===== src/verilog/memcopy_pkg.sv =====
// ---------------------------------------------------------
// Shared types and register offsets of the memory-copy
// peripheral
// ---------------------------------------------------------
package memcopy_pkg;

  // Data word moved by the engine and stored in the SRAM
  typedef logic [31:0] data_t;

  // Byte address for the pointers and the memory port
  typedef logic [31:0] addr_t;

  // Byte offset on the register bus
  typedef logic [3:0] reg_addr_t;

  // Number of words to copy
  typedef logic [31:0] count_t;

  // Register map
  // PTR_READ  source byte address
  // PTR_WRITE destination byte address
  // CNT_START word count that starts the copy when nonzero
  // DONE      bit 0 is high while the engine is idle
  localparam reg_addr_t REG_PTR_READ  = 4'h0;
  localparam reg_addr_t REG_PTR_WRITE = 4'h4;
  localparam reg_addr_t REG_CNT_START = 4'h8;
  localparam reg_addr_t REG_DONE      = 4'hC;

endpackage


===== src/verilog/memcopy_regs.sv =====
// ---------------------------------------------------------
// Register file with host bus decoding, start pulse and
// done status
// ---------------------------------------------------------
`timescale 1ns/1ns

module memcopy_regs (
  input  logic                  clk_i,
  input  logic                  rst_ni,

  // Host register bus
  input  logic                  reg_valid_i,
  input  logic                  reg_write_i,
  input  memcopy_pkg::reg_addr_t reg_addr_i,
  input  memcopy_pkg::data_t    reg_wdata_i,
  output memcopy_pkg::data_t    reg_rdata_o,
  output logic                  reg_ready_o,
  output logic                  reg_error_o,

  // Copy engine control
  output logic                  start_o,
  output memcopy_pkg::addr_t    ptr_read_o,
  output memcopy_pkg::addr_t    ptr_write_o,
  output memcopy_pkg::count_t   count_o,
  input  logic                  done_i
);

  import memcopy_pkg::*;

  addr_t  ptr_read_q;
  addr_t  ptr_write_q;
  count_t count_q;
  logic   done_q;
  logic   start_q;

  logic   addr_hit;
  logic   wr_en;
  data_t  rdata;

  // Address decode and read mux
  always_comb begin
    addr_hit = 1'b1;
    rdata    = '0;
    case (reg_addr_i)
      REG_PTR_READ:  rdata = ptr_read_q;
      REG_PTR_WRITE: rdata = ptr_write_q;
      REG_CNT_START: rdata = count_q;
      REG_DONE:      rdata = {31'b0, done_q};
      default: begin
        addr_hit = 1'b0;
      end
    endcase
  end

  assign wr_en       = reg_valid_i & reg_write_i & addr_hit;
  assign reg_ready_o = reg_valid_i;
  assign reg_error_o = reg_valid_i & ~addr_hit;
  assign reg_rdata_o = rdata;

  always_ff @(posedge clk_i or negedge rst_ni) begin
    if (!rst_ni) begin
      ptr_read_q  <= '0;
      ptr_write_q <= '0;
      count_q     <= '0;
      done_q      <= 1'b1;
      start_q     <= 1'b0;
    end else begin
      start_q <= 1'b0;
      if (done_i) begin
        done_q <= 1'b1;
      end
      if (wr_en) begin
        case (reg_addr_i)
          REG_PTR_READ:  ptr_read_q  <= reg_wdata_i;
          REG_PTR_WRITE: ptr_write_q <= reg_wdata_i;
          REG_CNT_START: begin
            // Only accepted while no copy is running
            if (done_q) begin
              count_q <= reg_wdata_i;
              if (|reg_wdata_i) begin
                done_q  <= 1'b0;
                start_q <= 1'b1;
              end
            end
          end
          default: begin
            // DONE is read only
          end
        endcase
      end
    end
  end

  assign start_o     = start_q;
  assign ptr_read_o  = ptr_read_q;
  assign ptr_write_o = ptr_write_q;
  assign count_o     = count_q;

endmodule


===== config.mk =====
export PLATFORM = sky130hd
export DESIGN_NAME = memcopy_regs
export DESIGN_NICKNAME = d
export VERILOG_FILES = /design/src/verilog/memcopy_pkg.sv /design/src/verilog/memcopy_regs.sv
export SDC_FILE = /design/constraint.sdc
export NUM_CORES = 1
export LEC_CHECK = 0
export ABC_AREA = 0
export BUFFER_PORTS_ARGS = -buffer_cell sky130_fd_sc_hd__buf_2
export CORE_ASPECT_RATIO = 1.75
export CORE_MARGIN = 2
export CORE_UTILIZATION = 49
export DETAILED_ROUTE_END_ITERATION = 10
export PLACE_DENSITY = 0.89
export SLEW_MARGIN = 20
export SYNTH_ARGS = -nofsm -noshare
export SYNTH_HDL_FRONTEND = slang
export SYNTH_SLANG_ARGS = --single-unit

===== constraint.sdc =====
create_clock -name clk_i -period 1.7 [get_ports clk_i]
set_input_delay 0.255 -clock clk_i [delete_from_list [all_inputs] [get_ports clk_i]]
set_output_delay 0.255 -clock clk_i [all_outputs]
set_load 0.01 [all_outputs]

Word-level counts from Yosys, hierarchy flattened

Index checks and enable logic that the tools add are counted.
W data, S select, Z words.

Input port bits: 41
Register bits after elaboration: 98
Logic and storage cells: 29
Output and inout port bits: 131

Bitwise logic cells: 4
Eq/ne operators: 3
Reduce and logical (&&, ||, !) cells: 6
Muxes and demuxes: 11

Operators with widths:

| cell                 | number |
|---|---|
| $pmux W32 S4         | 1 |
| $reduce_or A32 Y1    | 1 |
| $mux W1              | 10 |
| $eq A4 B4 Y1 const B | 2 |
| $eq A4 B3 Y1 const B | 1 |
| $logic_not A4 Y1     | 1 |
| $reduce_and A2 Y1    | 2 |
| $reduce_or A4 Y1     | 1 |
| $and A1 B1 Y1        | 3 |
| $reduce_and A3 Y1    | 1 |
| $not A1 Y1           | 1 |

Depth between registers and ports, before layout

Depth in word-level cells: 5
Mapped depth: 6
Mapped depth without buffers: 4

Worst setup path before layout

No wires, ideal clock.

Kind: input-to-reg
Start point: in reg_addr_i[1]
End point: reg ptr_read_q[10] (netlist: ptr_read_o[10])
Slack: 0.087 ns
Path buffers: 2
Stages: 5
Data arrival time: 1.489 ns
Required time: 1.575 ns
Library setup time: 0.125 ns
Cell sequence: or2_1 > buf_6 > nor4_4 > buf_6 > mux2_2

Cells in the longest elaborated chain, start to end: 5
Elaborated cells between the ends (all ways): 8
Classes of those cells: eq/ne: 3; mux: 1; bitwise: 1; reduce/logical: 3

RTL lines:

| what                                       | RTL line           | RTL |
|---|---|---|
| start, declared                            | memcopy_regs.sv:14 | `input memcopy_pkg::reg_addr_t reg_addr_i,` |
| $eq A4 B4 Y1, or another cell as far along | memcopy_regs.sv:44 | `case (reg_addr_i)` |
| $reduce_or A4 Y1 (no line)                 | -                  |  |
| $mux W1                                    | memcopy_regs.sv:44 |  |
| $and A1 B1 Y1                              | memcopy_regs.sv:55 | `assign wr_en = reg_valid_i & reg_write_i & addr_hit;` |
| $reduce_and A2 Y1 (no line) *              | -                  |  |
| end signal, assigned                       | memcopy_regs.sv:74 | `REG_PTR_READ: ptr_read_q <= reg_wdata_i;` |
| end, declared                              | memcopy_regs.sv:30 | `addr_t ptr_read_q;` |

Mark *: on every way between the ends. The rest lies on a longest branch, timed or not.
A chain may end at the register's enable or synchronous reset.

Worst setup path in the final report

Start point: reg done_q
End point: out reg_rdata_o[0]

Cells in the longest elaborated chain, start to end: 1

RTL lines:

| what                   | RTL line           | RTL |
|---|---|---|
| start, declared        | memcopy_regs.sv:33 | `logic done_q;` |
| start signal, assigned | memcopy_regs.sv:65 | `done_q <= 1'b1;` |
| start signal, assigned | memcopy_regs.sv:70 | `done_q <= 1'b1;` |
| start signal, assigned | memcopy_regs.sv:81 | `done_q <= 1'b0;` |
| $pmux W32 S4           | memcopy_regs.sv:44 |  |
| end, declared          | memcopy_regs.sv:16 | `output memcopy_pkg::data_t reg_rdata_o,` |

No other way between the ends.

==> results.yml <==
run_status:
  status: "finished, violations left"
  failed_checks: "setup timing"
placed_design:
  dp_hpwl_um: 9130
  gp_congestion: 0.816
  place_inst: 653
  port-buffer-count: 171
global_routing:
  grt_max_degree: 59
  antenna_found_initial: 1
  gr-usage-all-layers: 0.247
  grt_overflow: 0
  grt_pass1_vias: 3821
  grt_pass1_wl_um: 19700
sta:
  fin_crit_sh: 1.01
  final_hold_viol_count: 0
  clock_skew_ps: 5.80
  rsz0062_at_grt: "yes"
  finalSetupViolations: 1
  max_freq_mhz: 585
  slew_headroom: 0.749
  period_needed_ps: 1710
  worst_pin_slew_ps: 372
  drv_slew: 0
  final.setup.worst_slack_ps: -9.17
worst_setup_path:
  start_kind: "flop"
  critPathMaxFanout: 3
  critical_path_required_ps: 1440
  setup.worst_path.class: "reg2out"
  cp-end-kind: "output port"
  cp.arrival_ps: 1450
cts:
  cts.sinks: 98
  clkSlewWorstSetupHoldPaths_ps: 60
  htreeDepth: 3
  cts_root_buffer: "clkbuf_16"
  cts.path.max_buffers: 2
  worstSkewPairLatency_ps: 340
  cts_made_buffers: 9
  cts_tree: "yes"
min_path:
  min_path_type: "in2reg"
route:
  routed_via_density: 5.52
  ant_nets: 0
  drt-wirelength-per-cell_um: 18.6
  drt_iter0_drc: 209
  drc_errors: 0
  wl_um: 12500
  dr_total_vias: 3717
  first_pass_iters: 6
floorplan:
  num_io_pins: 172
  die_w_um: 77.2
  core_um2: 9090
  initial_core_util: 0.505
  dieArea_um2: 10200
  die_y_um: 132
  std_cell_rows: 46
yosys:
  synth_xor_area_frac: 0
  synthSimpleGateAreaFrac: 0.0856
  synth_top_family_by_area: "multiplexers"
  ys_seq_area_frac: 0.534
  synthAdderAreaFrac: 0
  syn_area_um2: 4590
  synthMuxAreaShare: 0.308
  syn_avg_cell_area_um2: 12.5
  synth-seq-cells: 98
  syn_nets: 408
  synth_compound_area_frac: 0.0354
  synth_cells: 367
  yosys.cell_types.count: 25
  yosys_warnings: 0
power_and_ir_drop:
  powerDensity_nw_per_um2: 1170
  ir_drop_uv: 881
  cellLeakagePower_nw: 3.16
job:
  cap_viol_max_count: 0
cells_and_area:
  instances_no_fill: 673
  nFillCells: 691
  multiInputGateArea_um2: 1980
  seqCellArea_um2: 2450
  drive_gt1_frac: 0.549
  nNetsFinal: 588
  final_core_util: 0.663
  syn2layout_area_growth_pct: 31.4
## power by group
| part | switching (W) | leakage [nW] | internal (W) |
|---|---|---|---|
| sequential | 0.000357 | 1.25 | 0.00278 |
| combinational | 0.000867 | 1.75 | 0.000856 |
| clock | 0.000854 | 0.159 | 0.00133 |
| total | 0.00208 | 3.16 | 0.00497 |
## per-stage QoR
step	setup WS, ps	hold slack, ps	power, W	setup TNS (ps)	instance area [um2]
after floorplan	86.6	-40.6	0.00402	0	4590
after global placement	-9.73	126	0.00477	-216	5660
after detailed placement	-70.3	136	0.00487	-1880	5660
after CTS	-25.1	121	0.00708	-25.1	6010
after global routing	-39.2	153	0.00738	-39.2	6030
final	-9.17	130	0.00704	-9.17	6030
## critical path, cell delays in order, from the launching register on
cell	delay, ps
dfstp_2	390
mux4_2	460
nor2b_1	140
buf_2	140
## logic make-up (layout without fill, tap and decap cells)
kind of cell / Yosys count / after routing
mux: 128 / 128
compound gates: 32 / 32
flops: 98 / 98
other cells: 0 / 1
buf+inv: 25 / 210
simple gates: 84 / 84
## layout make-up
cell class | instances | area share
repair buffers | 194 | 0.185
clock inverters | 6 | 0.0149
multi-input cells | 244 | 0.328
diodes | 1 | 0.000415
flip-flops and latches | 98 | 0.407
clock buffers | 10 | 0.0396
well taps | 120 | 0.0249
## flip-flops by register name, indices dropped and copies added (netlist names)
register and flops:
ptr_read_o 32, count_o 32, ptr_write_o 32, done_q 1
start_o 1
## per-layer routing
metal	track usage	wire, um	vias up
met5	0	0	-
met2	0.446	6810	167
li1	-	-	1664
met1	0.270	4610	1855
met3	0.0568	664	31
met4	0.111	425	0
## placed cells by master (no fill, tap or decap), drive strengths merged
master / netlist / routed
and2: 1 / 1
clkinv: 0 / 3
nor2b: 2 / 2
dlygate4sd3: 0 / 1
a21oi: 31 / 31
clkbuf: 7 / 11
diode: 0 / 1
or2: 1 / 1
nor2: 64 / 64
nand3b: 1 / 1
nor3: 2 / 2
buf: 18 / 192
nor4: 9 / 9
nand2: 2 / 2
o21a: 1 / 1
nand4: 2 / 2
mux2i: 31 / 31
mux4: 1 / 1
clkinvlp: 0 / 1
bufinv: 0 / 2
mux2: 96 / 96
dfstp: 1 / 1
dfrtp: 97 / 97
## cells in the mapped netlist
cell type	number	area (um2)
mux4_2	1	22.5
nand2_1	1	3.75
buf_4	4	30.0
or2_1	1	6.26
mux2_2	87	980
dfrtp_1	97	2430
nor4_1	8	50.1
dfstp_2	1	26.3
a21oi_1	31	155
nor3_4	1	16.3
clkbuf_1	7	26.3
buf_6	7	78.8
mux2_1	9	101
mux2i_1	31	310
nor3_2	1	10.0
nand3b_1	1	7.51
buf_2	5	25.0
o21a_1	1	7.51
nor4_4	1	21.3
and2_1	1	6.26
nor2b_1	2	12.5
nand4_1	2	12.5
nor2_1	64	240
nand2_2	1	6.26
buf_1	2	7.51
## repair_timing
| action | 4_1_cts | 5_1_grt |
|---|---|---|
| hold buffers | 1 | 0 |
| pin swaps | 0 | 0 |
| endpoints found under the hold margin | 14 | 0 |
| setup endpoints to repair | 1 | 21 |
| resized for setup | 0 | 4 |
| setup buffers | 1 | 1 |
## worst paths after layout
check,from,endpoint,slack (ps),cells after the start
worst max register to register,done_q,count_o[16],120,4
min in group asynchronous,rst_ni,ptr_write_o[1],310,2
max in group asynchronous,rst_ni,done_q,780,3
worst min-delay path,done_i,done_q,130,3
worst max-delay path,done_q,reg_rdata_o[0],-9,3
worst min register to register,ptr_write_o[28],ptr_write_o[28],510,1
Note: power is estimated with default switching activity, not from simulation.
