--- src/verilog/memcopy_pkg.sv ---
// ---------------------------------------------------------
// Shared types and register offsets of the memory-copy
// peripheral
// ---------------------------------------------------------
package memcopy_pkg;

  // Data word moved by the engine and stored in the SRAM
  typedef logic [31:0] data_t;

  // Byte address for the pointers and the memory port
  typedef logic [31:0] addr_t;

  // Byte offset on the register bus
  typedef logic [3:0] reg_addr_t;

  // Number of words to copy
  typedef logic [31:0] count_t;

  // Register map
  // PTR_READ  source byte address
  // PTR_WRITE destination byte address
  // CNT_START word count that starts the copy when nonzero
  // DONE      bit 0 is high while the engine is idle
  localparam reg_addr_t REG_PTR_READ  = 4'h0;
  localparam reg_addr_t REG_PTR_WRITE = 4'h4;
  localparam reg_addr_t REG_CNT_START = 4'h8;
  localparam reg_addr_t REG_DONE      = 4'hC;

endpackage

--- src/verilog/memcopy_engine.sv ---
// ---------------------------------------------------------
// Copy engine that reads one word, buffers it and writes it
// to the destination for each word of the count
// ---------------------------------------------------------
`timescale 1ns/1ns

module memcopy_engine (
  input  logic                clk_i,
  input  logic                rst_ni,

  // Control from the register file
  input  logic                start_i,
  input  memcopy_pkg::addr_t  ptr_read_i,
  input  memcopy_pkg::addr_t  ptr_write_i,
  input  memcopy_pkg::count_t count_i,
  output logic                done_o,

  // Memory request port
  output logic                mem_req_o,
  output logic                mem_we_o,
  output memcopy_pkg::addr_t  mem_addr_o,
  output memcopy_pkg::data_t  mem_wdata_o,
  input  logic                mem_gnt_i,
  input  logic                mem_rvalid_i,
  input  memcopy_pkg::data_t  mem_rdata_i
);

  import memcopy_pkg::*;

  typedef enum logic [1:0] {
    ST_IDLE,
    ST_READ,
    ST_WRITE,
    ST_FINISH
  } state_e;

  state_e state_q;
  state_e state_d;

  // Working copies of the programmed transfer
  addr_t  rd_ptr_q;
  addr_t  wr_ptr_q;
  count_t remain_q;

  // Read granted but data not yet returned
  logic   rd_pending_q;
  data_t  wdata_q;

  logic   rd_grant;
  logic   wr_grant;
  logic   rdata_in;

  assign rd_grant = mem_req_o & ~mem_we_o & mem_gnt_i;
  assign rdata_in = rd_pending_q & mem_rvalid_i;

  always_comb begin
    state_d    = state_q;
    done_o     = 1'b0;
    wr_grant   = 1'b0;
    mem_req_o  = 1'b0;
    mem_we_o   = 1'b0;
    mem_addr_o = '0;

    case (state_q)
      ST_IDLE: begin
        if (start_i) begin
          state_d = ST_READ;
        end
      end

      ST_READ: begin
        if (remain_q == '0) begin
          state_d = ST_FINISH;
        end else begin
          mem_req_o  = 1'b1;
          mem_addr_o = rd_ptr_q;
          if (mem_gnt_i) begin
            state_d = ST_WRITE;
          end
        end
      end

      ST_WRITE: begin
        // The SRAM holds off the grant until the read data is back,
        // so the write request can go out right away
        mem_req_o  = 1'b1;
        mem_we_o   = 1'b1;
        mem_addr_o = wr_ptr_q;
        if (mem_gnt_i) begin
          wr_grant = 1'b1;
          state_d  = ST_READ;
        end
      end

      ST_FINISH: begin
        done_o  = 1'b1;
        state_d = ST_IDLE;
      end

      default: begin
        state_d = ST_IDLE;
      end
    endcase
  end

  always_ff @(posedge clk_i or negedge rst_ni) begin
    if (!rst_ni) begin
      state_q <= ST_IDLE;
    end else begin
      state_q <= state_d;
    end
  end

  // Latch the job on start and advance after every granted write
  always_ff @(posedge clk_i or negedge rst_ni) begin
    if (!rst_ni) begin
      rd_ptr_q <= '0;
      wr_ptr_q <= '0;
      remain_q <= '0;
    end else if (start_i && state_q == ST_IDLE) begin
      rd_ptr_q <= ptr_read_i;
      wr_ptr_q <= ptr_write_i;
      remain_q <= count_i;
    end else if (wr_grant) begin
      rd_ptr_q <= rd_ptr_q + 32'd4;
      wr_ptr_q <= wr_ptr_q + 32'd4;
      remain_q <= remain_q - 32'd1;
    end
  end

  always_ff @(posedge clk_i or negedge rst_ni) begin
    if (!rst_ni) begin
      rd_pending_q <= 1'b0;
    end else if (rd_grant) begin
      rd_pending_q <= 1'b1;
    end else if (mem_rvalid_i) begin
      rd_pending_q <= 1'b0;
    end
  end

  always_ff @(posedge clk_i) begin
    if (rdata_in) begin
      wdata_q <= mem_rdata_i;
    end
  end

  // Forward the returning word so write data is stable for the whole request
  assign mem_wdata_o = rdata_in ? mem_rdata_i : wdata_q;

endmodule

--- config.mk ---
export PLATFORM = sky130hd
export DESIGN_NAME = memcopy_engine
export DESIGN_NICKNAME = d
export VERILOG_FILES = /design/src/verilog/memcopy_pkg.sv /design/src/verilog/memcopy_engine.sv
export SDC_FILE = /design/constraint.sdc
export NUM_CORES = 1
export LEC_CHECK = 0
export ABC_CLOCK_PERIOD_IN_PS = 2200
export BUFFER_PORTS_ARGS = -buffer_cell sky130_fd_sc_hd__buf_2
export CORE_ASPECT_RATIO = 1.2
export CORE_UTILIZATION = 46
export CTS_CLUSTER_DIAMETER = 150
export DETAILED_ROUTE_END_ITERATION = 7
export PLACE_DENSITY = 0.75
export SLEW_MARGIN = 30
export SYNTH_ARGS = -nofsm -noshare
export SYNTH_HDL_FRONTEND = slang
export SYNTH_SLANG_ARGS = --single-unit
--- constraint.sdc ---
create_clock -name clk_i -period 2.2 [get_ports clk_i]
set_input_delay 0.33 -clock clk_i [delete_from_list [all_inputs] [get_ports clk_i]]
set_output_delay 0.33 -clock clk_i [all_outputs]
set_load 0.1 [all_outputs]
### Yosys cells after proc, flatten, opt, wreduce, memory -nomap -nowiden

Cells that the tools add are included.

| word-level totals | value |
|---|---|
| input port bits | 133 |
| register bits after elaboration | 131 |

| operators by class | value |
|---|---|
| reduce and logical (&&, ||, !) cells | 6 |
| equal/unequal tests | 6 |
| bitwise operators | 4 |
| muxes and demuxes | 22 |
| $add $sub $neg | 3 |

Operator list:

| cell | number |
|---|---|
| $mux 32 | 8 |
| $add 32x3->32 const B | 2 |
| $pmux 32 s2 | 1 |
| $logic_not 32->1 | 1 |
| $sub 32x1->32 const B | 1 |
| $mux 2 | 4 |
| $pmux 2 s4 | 1 |
| $mux 1 | 7 |
| $eq 2x2->1 const B | 2 |
| $ne 2x2->1 const B | 2 |
| $reduce_bool 2->1 | 2 |
| $and 1x1->1 | 3 |
| $ne 3x3->1 const B | 1 |
| $reduce_and 3->1 | 1 |
| $eq 2x1->1 const B | 1 |
| $logic_not 2->1 | 1 |
| $pmux 1 s2 | 1 |
| $logic_and 1x1->1 | 1 |
| $not 1->1 | 1 |

### Depth between registers and ports, before layout

Gate-level depths: netlist of the first run.

| depth | value |
|---|---|
| word-level depth | 6 |
| depth in mapped cells | 9 |
| mapped depth without buffers | 7 |

### Least setup slack after synthesis of the first run

OpenSTA, ideal clock, no wires.

| timing | value |
|---|---|
| path type | reg2out |
| start point | register state_q[0] |
| end point | output mem_addr_o[0] |
| setup slack | -0.935 ns |
| data arrival time | 2.805 ns |
| cell stages (with the launch flop) | 7 |
| buffers on the path | 2 |
| path through | dfrtp_1 -> inv_1 -> ha_1 -> and2_1 -> buf_1 -> clkbuf_1 -> a22o_1 |

| between the ends | value |
|---|---|
| word-level cells in the longest chain between the ends | 2 |
| elaborated cells on any way between the ends | 3 |
| classes of those cells | 2 x eq/ne; 1 x mux |

Ends and longest elaborated chain:

| item | line | RTL |
|---|---|---|
| start: declaration | memcopy_engine.sv:37 | `state_e state_q;` |
| start signal: assignment | memcopy_engine.sv:110 | `state_q <= state_d;` |
| $eq 2x2->1 / $eq 2x1->1 (equally long branches) | memcopy_engine.sv:64 | `case (state_q)` |
| $pmux 32 s2 (*) | memcopy_engine.sv:64 |  |
| end: declaration | memcopy_engine.sv:21 | `output memcopy_pkg::addr_t mem_addr_o,` |

Every way passes the cells marked *; elsewhere a longest branch is shown, timed or not.

### Worst setup path in the final report of the first run

| timing | value |
|---|---|
| start point | register remain_q[19] |
| end point | output mem_addr_o[22] |

| between the ends | value |
|---|---|
| word-level cells in the longest chain between the ends | 3 |

Ends and longest elaborated chain:

| item | line | RTL |
|---|---|---|
| start: declaration | memcopy_engine.sv:43 | `count_t remain_q;` |
| start signal: assignment | memcopy_engine.sv:123 | `remain_q <= count_i;` |
| start signal: assignment | memcopy_engine.sv:127 | `remain_q <= remain_q - 32'd1;` |
| $logic_not 32->1 | memcopy_engine.sv:72 | `if (remain_q == '0) begin` |
| $mux 32 | memcopy_engine.sv:72 |  |
| $pmux 32 s2 | memcopy_engine.sv:64 |  |

Every way passes these cells.

==> results.txt, run 1 <==
row count: 48
RR Startpoint: remain_q[19]
Syn. warnings: 0
worst min-delay path category: in -> reg
commonest non-fill, non-tap cell in the layout: buf_2
Core Area: 14470 µm²
Slew Limit Headroom: 61.13%
Post-synth ARST share: 75.57%
critical setup path kind: reg -> out
final wirelength: 21570 µm
Hold Crit Start: ptr_read_i[1]
CTS sink cnt: 131
Worst setup EP type: output port
Synth Instances: 731
f_max: 342.7 MHz
share of layout cells above drive strength 1: 40.00%
via count: 6576
number of flops mapped to enable cells by yosys: 0
H-tree levels: 4
CP Data Arrival Time: 2.59 ns
clk buf depth: 2
worst setup margin: -0.7178 ns
CP Launch Type: flip-flop
#FFs+latches synth: 131
worst-skew pair later-pin latency: 0.42 ns
sequential fraction of the synthesis area: 45.30%
Slew Viols, Final: 0
Distinct cells, synth: 42
clk slew on worst S/H paths: 0.06 ns
vias in the first global route: 6829
Syn Area/Cell: 9.416 µm²
Critical Path Fanout Max: 24
Final period util: 132.6%
Detailed Place HPWL: 15340 µm
GP Congestion: 0.9372
Die Area: 15460 µm²
first-pass GRT wire length: 33830 µm
Worst Hold End: rd_ptr_q[1]
DRC viols: 0
area delta synth->final: 53.24%
final non-filler cell total: 1204
Vias/cell: 5.462
DR WL/cell: 17.91 µm
Die Span X: 113.7 µm
RSZ-0062 raised after global routing: yes
Placed Cells: 1165
total CTS buffers: 17
Hold Fails Final Rpt: 0
commonest cells after routing, fill and taps aside: 133 x buf_2, 110 x nor2_1, 99 x dfrtp_1
Port Buffers: 199
dpl cell area: 9389 µm²
largest net degree at the start of global routing: 50
initial core utilization: 47.55%
FF-to-FF End: remain_q[28]
reg-to-reg slack, setup: -0.13 ns
Setup-failing EPs final: 37
R2R depth: 7
pre-CTS setup slack: -0.4634 ns
drt first pass iters: 5
Detail Route Antenna Nets: 0
Root Driver: clkbuf_16
post-layout min period: 2.918 ns
run status: complete, but fails checks
CTS tree: yes
Tightest Pin Transition: 0.5825 ns
grt ovf: 0
Top FF cell, synth: dfrtp_1
Max-cap violations: 0
Total GRT Usage: 28.97%
Worst Hold Depth: 2
Post-Syn Area: 6883 µm²
Ports: 200
Req. time, crit path: 1.87 ns
post-route cell area: 10550 µm²
antenna violations before repair: 3
net count after synthesis: 872
Layout Nets: 1128
failing checks: setup timing
die height: 136.0 µm
Final Skew: 0.008301 ns
Initial DRC Count: 313
-- worst max-delay path by stage --
stage / startpoint / to / slack, ns
6_report: remain_q[19] / mem_addr_o[22] / -0.72
5_1_grt: remain_q[21] / mem_addr_o[22] / -0.83
4_1_cts: remain_q[21] / mem_addr_o[12] / -0.67
3_5_place_dp: remain_q[21] / mem_addr_o[12] / -0.46
3_3_place_gp: remain_q[21] / mem_addr_o[12] / -0.41
2_1_floorplan: remain_q[19] / mem_addr_o[0] / -0.32
-- final cells by class --
type | count | area [µm²]
timing repair buffer | 281 | 2658
sequential | 131 | 3118
multi-input combinational | 543 | 3871
tap | 200 | 250.2
inverter | 13 | 48.80
antenna | 4 | 10.01
clock inverter | 7 | 63.81
fill | 998 | 3926
clock buffer | 25 | 528.0
-- state kept, by name, summed over array words and instances, names as in the netlist --
register      cells
wdata_q          32
rd_pending_q      1
rd_ptr_q         32
wr_ptr_q         32
state_q           2
remain_q         32
-- timing repair --
item | 4_1_cts | 5_1_grt
gates resized for setup | 136 | 4
setup endpoints to repair | 38 | 35
setup buffers | 1 | 1
endpoints found under the hold margin | 30 | 0
hold buffers | 1 | 0
pin swaps | 3 | 5
-- cell families (layout without fill, tap and decap cells) --
family | after synthesis | in the layout | synth area share (%)
muxes | 38 | 38 | 6.181
adders and majority gates | 8 | 8 | 1.454
AOI/OAI and AO/OA | 133 | 133 | 11.56
and+or+nand+nor | 276 | 276 | 20.80
buffers and inverters | 57 | 326 | 3.508
other | 0 | 4 | 0
DFF | 131 | 131 | 45.30
xor gates and xnor gates | 88 | 88 | 11.20
-- cells in the mapped netlist (2+ instances only) --
master,count,area (µm²)
a21oi_1,94,470.5
a22o_1,32,280.3
and2_1,4,25.02
and3_1,10,62.56
and4_1,8,70.07
buf_1,9,33.78
buf_2,3,15.01
buf_6,3,33.78
clkbuf_1,28,105.1
dfrtp_1,99,2477
dfxtp_1,32,640.6
ha_1,8,100.1
inv_1,13,48.80
mux2_2,36,405.4
mux2i_1,2,20.02
nand2_1,20,75.07
nand3_1,23,115.1
nand4_1,34,212.7
nand4b_1,2,17.52
nor2_1,111,416.7
nor3_1,24,120.1
nor3_2,4,40.04
nor4_1,15,93.84
o21ai_0,3,15.01
or2_2,2,12.51
or3_1,7,43.79
or4_1,4,30.03
xnor2_1,45,394.1
xor2_1,43,376.6
-- per-stage QoR --
| stage | setup TNS, ns | utilization (%) | hold slack, ns |
|---|---|---|---|
| after floorplan | -10.09 | - | 0.03441 |
| after global placement | -13.10 | 64.87 | 0.3136 |
| after detailed placement | -14.73 | 64.87 | 0.3159 |
| after CTS | -21.03 | 72.61 | 0.1340 |
| after global routing | -27.04 | 72.86 | 0.1348 |
| final | -23.18 | 72.87 | 0.1473 |
-- layer usage --
layer	up-vias	track usage (%)	wire length, µm
met3	65	7.133	1316
met5	-	0	0
met1	3144	30.92	8006
met2	241	52.41	11360
li1	3126	-	-
met4	0	15.57	890
-- critical path, cell delays in order (launching register included) --
cell,delay [ns]
dfrtp_1,0.39
or4_4,0.53
nor4b_2,0.25
nand4_1,0.17
and3_4,0.23
buf_12,0.18
a22o_2,0.24
buf_8,0.17
Power of run 1 is left out: the tool's default activity adds up to more than one toggle a clock period on the data nets, which glitch-free logic cannot reach.
==> inputs of run 2 (changes only) <==
--- a/config.mk
+++ b/config.mk
@@ -11,7 +11,7 @@
 export CORE_UTILIZATION = 46
 export CTS_CLUSTER_DIAMETER = 150
 export DETAILED_ROUTE_END_ITERATION = 7
-export PLACE_DENSITY = 0.75
+export PLACE_DENSITY = 0.83
 export SLEW_MARGIN = 30
 export SYNTH_ARGS = -nofsm -noshare
 export SYNTH_HDL_FRONTEND = slang
==> run 2 against run 1 <==
The run still ends with setup timing left. Via count increased by 3.0%. Core utilization grew 0.32 points. Wire length is 7.6% higher. Critical path type unchanged. Critical endpoint is now mem_addr_o[11].
==> results.txt, run 2 (synthesis results as in run 1) <==
run status: complete, but fails checks
failing checks: setup timing
share of layout cells above drive strength 1: 39.98%
Root Driver: clkbuf_16
Layout Nets: 1126
f_max: 344.0 MHz
commonest non-fill, non-tap cell in the layout: buf_2
Core Area: 14470 µm²
Max-cap violations: 0
CTS tree: yes
Critical Path Fanout Max: 11
antenna violations before repair: 3
worst min-delay path category: in -> reg
commonest cells after routing, fill and taps aside: 133 x buf_2, 110 x nor2_1, 99 x dfrtp_1
Vias/cell: 5.639
Detail Route Antenna Nets: 0
Slew Limit Headroom: 64.13%
final hold slack: 0.1382 ns
Setup-failing EPs final: 38
CP Data Arrival Time: 2.58 ns
pre-CTS setup slack: -0.4762 ns
Tightest Pin Transition: 0.5376 ns
CP Launch Type: flip-flop
row count: 48
first-pass GRT wire length: 36190 µm
GP Congestion: 0.9356
CTS sink cnt: 131
Final Skew: 0.01130 ns
via count: 6772
final wirelength: 23200 µm
DR WL/cell: 19.32 µm
Setup TNS: -23.00 ns
area delta synth->final: 53.92%
R2R depth: 8
DRC viols: 0
Die Area: 15460 µm²
total CTS buffers: 17
number of fill cells in the layout: 935
RSZ-0062 raised after global routing: yes
clk buf depth: 2
critical setup path kind: reg -> out
H-tree levels: 4
Total GRT Usage: 30.96%
drt first pass iters: 5
Worst setup EP type: output port
worst setup margin: -0.7071 ns
Final period util: 132.1%
grt ovf: 0
Hold Fails Final Rpt: 0
Detailed Place HPWL: 15420 µm
Req. time, crit path: 1.87 ns
Port Buffers: 199
Worst Hold Depth: 2
vias in the first global route: 7124
clk slew on worst S/H paths: 0.06 ns
Slew Viols, Final: 0
initial core utilization: 47.55%
post-layout min period: 2.907 ns
largest net degree at the start of global routing: 49
die height: 136.0 µm
worst-skew pair later-pin latency: 0.42 ns
Initial DRC Count: 505
Die Span X: 113.7 µm
Ports: 200
-- run 2: changes by cell type in the layout (fill, tap and decap cells not counted), sizes merged --
cell | before | now
diode | 4 | 3
clkbuf | 25 | 23
buf | 280 | 277
clkinv | 3 | 4
bufinv | 1 | 0
clkinvlp | 0 | 3
-- run 2: metrics by stage --
stage	area [µm²]	util, %	cells
6_report	10590	73.19	1201
5_1_grt	10590	73.19	1201
4_1_cts	10530	72.73	1194
3_5_place_dp	9374	64.76	1158
3_3_place_gp	9374	64.76	1158
2_1_floorplan	7223	-	731
-- run 2: final cells by class --
cell class	instances	area, µm²	share of cell area (%)
Multi-Input combinational cell	543	3861	36.45
Sequential cell	131	3118	29.43
Timing Repair Buffer	279	2698	25.46
Clock buffer	22	529.3	4.996
Tap cell	200	250.2	2.362
Clock inverter	10	81.33	0.7677
Inverter	13	48.80	0.4606
Antenna cell	3	7.507	0.07086
-- run 2: timing repair --
item / in CTS / in global routing
pin swaps: 4 / 6
gates cloned: 0 / 1
hold buffers: 1 / 0
resized for setup: 135 / 3
hold endpoints to repair: 29 / 0
setup buffers: 3 / 3
setup endpoints to repair: 38 / 34
-- run 2: worst paths after layout --
check	startpoint	endpoint	slack, ns
min in group asynchronous	rst_ni	remain_q[9]	0.40
max in group asynchronous	rst_ni	remain_q[19]	1.17
max	remain_q[19]	mem_addr_o[11]	-0.71
max reg2reg	remain_q[19]	remain_q[24]	-0.18
min reg2reg	rd_pending_q	rd_pending_q	0.49
min	ptr_write_i[0]	wr_ptr_q[0]	0.14
-- run 2: metal layers --
layer  routed length, µm  track usage [%]  vias up
li1                    -                -     3122
met1                8612            34.07     3228
met2               11840            53.32      322
met3                1428            6.598      100
met4                1318            21.49        0
met5                   0                0        -
-- run 2: critical path: stages, from the launching register on --
cell	delay, ns
dfrtp_1	0.39
or4_4	0.54
nor4b_2	0.23
nand4_1	0.16
and3_4	0.24
clkbuf_16	0.20
a22o_4	0.23
buf_12	0.16
Power of run 2 is left out for the same reason.
==> inputs of run 3 (changes only) <==
==> constraint.sdc (replaced) <==
create_clock -name clk_i -period 2.2 [get_ports clk_i]
set_input_delay 0.66 -clock clk_i [delete_from_list [all_inputs] [get_ports clk_i]]
set_output_delay 0.66 -clock clk_i [all_outputs]
set_load 0.1 [all_outputs]
==> run 3 against run 2 <==
The run still ends with setup timing left. Via count up 3.9%. Wire length up 9.0%. First-iteration DRC count down 2.4%. Worst hold slack better by 0.021 ns. Largest cell class unchanged.
==> results.txt, run 3 (synthesis results as in run 1) <==
Setup-failing EPs final: 66
fin util: 76.00%
f_max: 305.7 MHz
initial core utilization: 47.55%
Slew Viols, Final: 0
clk buf depth: 2
Detailed Place HPWL: 15210 µm
final wirelength: 25290 µm
commonest cells after routing, fill and taps aside: 131 x buf_2, 110 x nor2_1, 99 x dfrtp_1
drt first pass iters: 5
Hold Fails Final Rpt: 0
Initial DRC Count: 493
commonest non-fill, non-tap cell in the layout: buf_2
post-layout min period: 3.271 ns
area delta synth->final: 59.83%
vias in the first global route: 7151
GP Congestion: 0.8721
clk slew on worst S/H paths: 0.07 ns
largest net degree at the start of global routing: 46
die height: 136.0 µm
Total GRT Usage: 33.08%
CP Data Arrival Time: 2.61 ns
Detail Route Antenna Nets: 0
row count: 48
Core Area: 14470 µm²
worst setup margin: -1.071 ns
Vias/cell: 5.770
run status: complete, but fails checks
Root Driver: clkbuf_16
total CTS buffers: 17
Die Area: 15460 µm²
CP Launch Type: flip-flop
critical setup path kind: reg -> out
antenna violations before repair: 2
CTS tree: yes
Max-cap violations: 0
Layout Nets: 1146
grt ovf: 0
worst-skew pair later-pin latency: 0.43 ns
share of layout cells above drive strength 1: 41.75%
RSZ-0062 raised after global routing: yes
cts hold-fix bufs: 0
Tightest Pin Transition: 0.5000 ns
failing checks: setup timing
worst min-delay path category: in -> async
first-pass GRT wire length: 38210 µm
CTS sink cnt: 131
Die Span X: 113.7 µm
Ports: 200
DRC viols: 0
Final period util: 148.7%
DR WL/cell: 20.73 µm
pre-CTS setup slack: -0.8437 ns
Req. time, crit path: 1.54 ns
H-tree levels: 4
Slew Limit Headroom: 66.63%
Critical Path Fanout Max: 12
Port Buffers: 199
Setup TNS: -40.76 ns
Worst setup EP type: output port
via count: 7039
Final Skew: 0.01599 ns
[run 3: cell count changes in the layout (fill, tap and decap cells not counted), sizes merged]
cell / change
buf: +20
dlygate4sd3: -1
clkinv: +2
diode: -1
clkinvlp: -3
inv: +2
[run 3: timing repair]
action / CTS / global route
buffers inserted: 10 / 10
gates resized for setup: 272 / 17
pin swaps: 3 / 3
cloned: 3 / 3
endpoints found under the setup margin: 71 / 86
[run 3: stage by stage]
stage | std cells | cell area (µm²) | hold WS [ns]
finish | 1220 | 11000 | 0.1592
global route | 1220 | 11000 | 0.1756
CTS | 1208 | 10840 | 0.1608
detailed placement | 1163 | 9086 | 0.4544
global placement | 1163 | 9086 | 0.4508
floorplan | 731 | 7340 | 0.3644
[run 3: worst paths after layout]
kind                            depth (start not counted)  slack, ns     startpoint        endpoint
max in group asynchronous                               2       1.48         rst_ni     wr_ptr_q[6]
min in group clk_i                                      2       0.47  ptr_read_i[1]     rd_ptr_q[1]
worst max-delay path                                    7      -1.07   remain_q[21]  mem_addr_o[15]
worst max register to register                         10      -0.02     state_q[0]    wr_ptr_q[22]
worst min register to register                          1       0.50    wdata_q[22]     wdata_q[22]
worst min-delay path                                    1       0.16         rst_ni    rd_ptr_q[30]
[run 3: layout make-up]
type	count	area (µm²)
repair buffers	299	2998
multi-input cells	543	4034
clock inverters	11	75.07
inverters	13	48.80
fillers	869	3473
flip-flops and latches	131	3118
clock buffers	21	471.7
diodes	2	5.005
well taps	200	250.2
[run 3: worst max-delay path, cell delays in order, from the launching register on]
cell and delay, ns:
dfrtp_1 0.39, or4_4 0.56, nor4b_2 0.22, nand4_1 0.19
and3_4 0.25, buf_12 0.16, a22o_4 0.24, buf_12 0.16
[run 3: routing by layer]
metal | track usage (%) | share of wire, % | up-vias | wire length [µm]
met5 | 0 | 0 | - | 0
met4 | 17.62 | 5.5 | 0 | 1395
met3 | 7.356 | 6.6 | 111 | 1659
met2 | 58.50 | 51 | 380 | 12870
met1 | 37.02 | 37 | 3383 | 9358
li1 | - | - | 3165 | -
Power of run 3 is left out for the same reason.
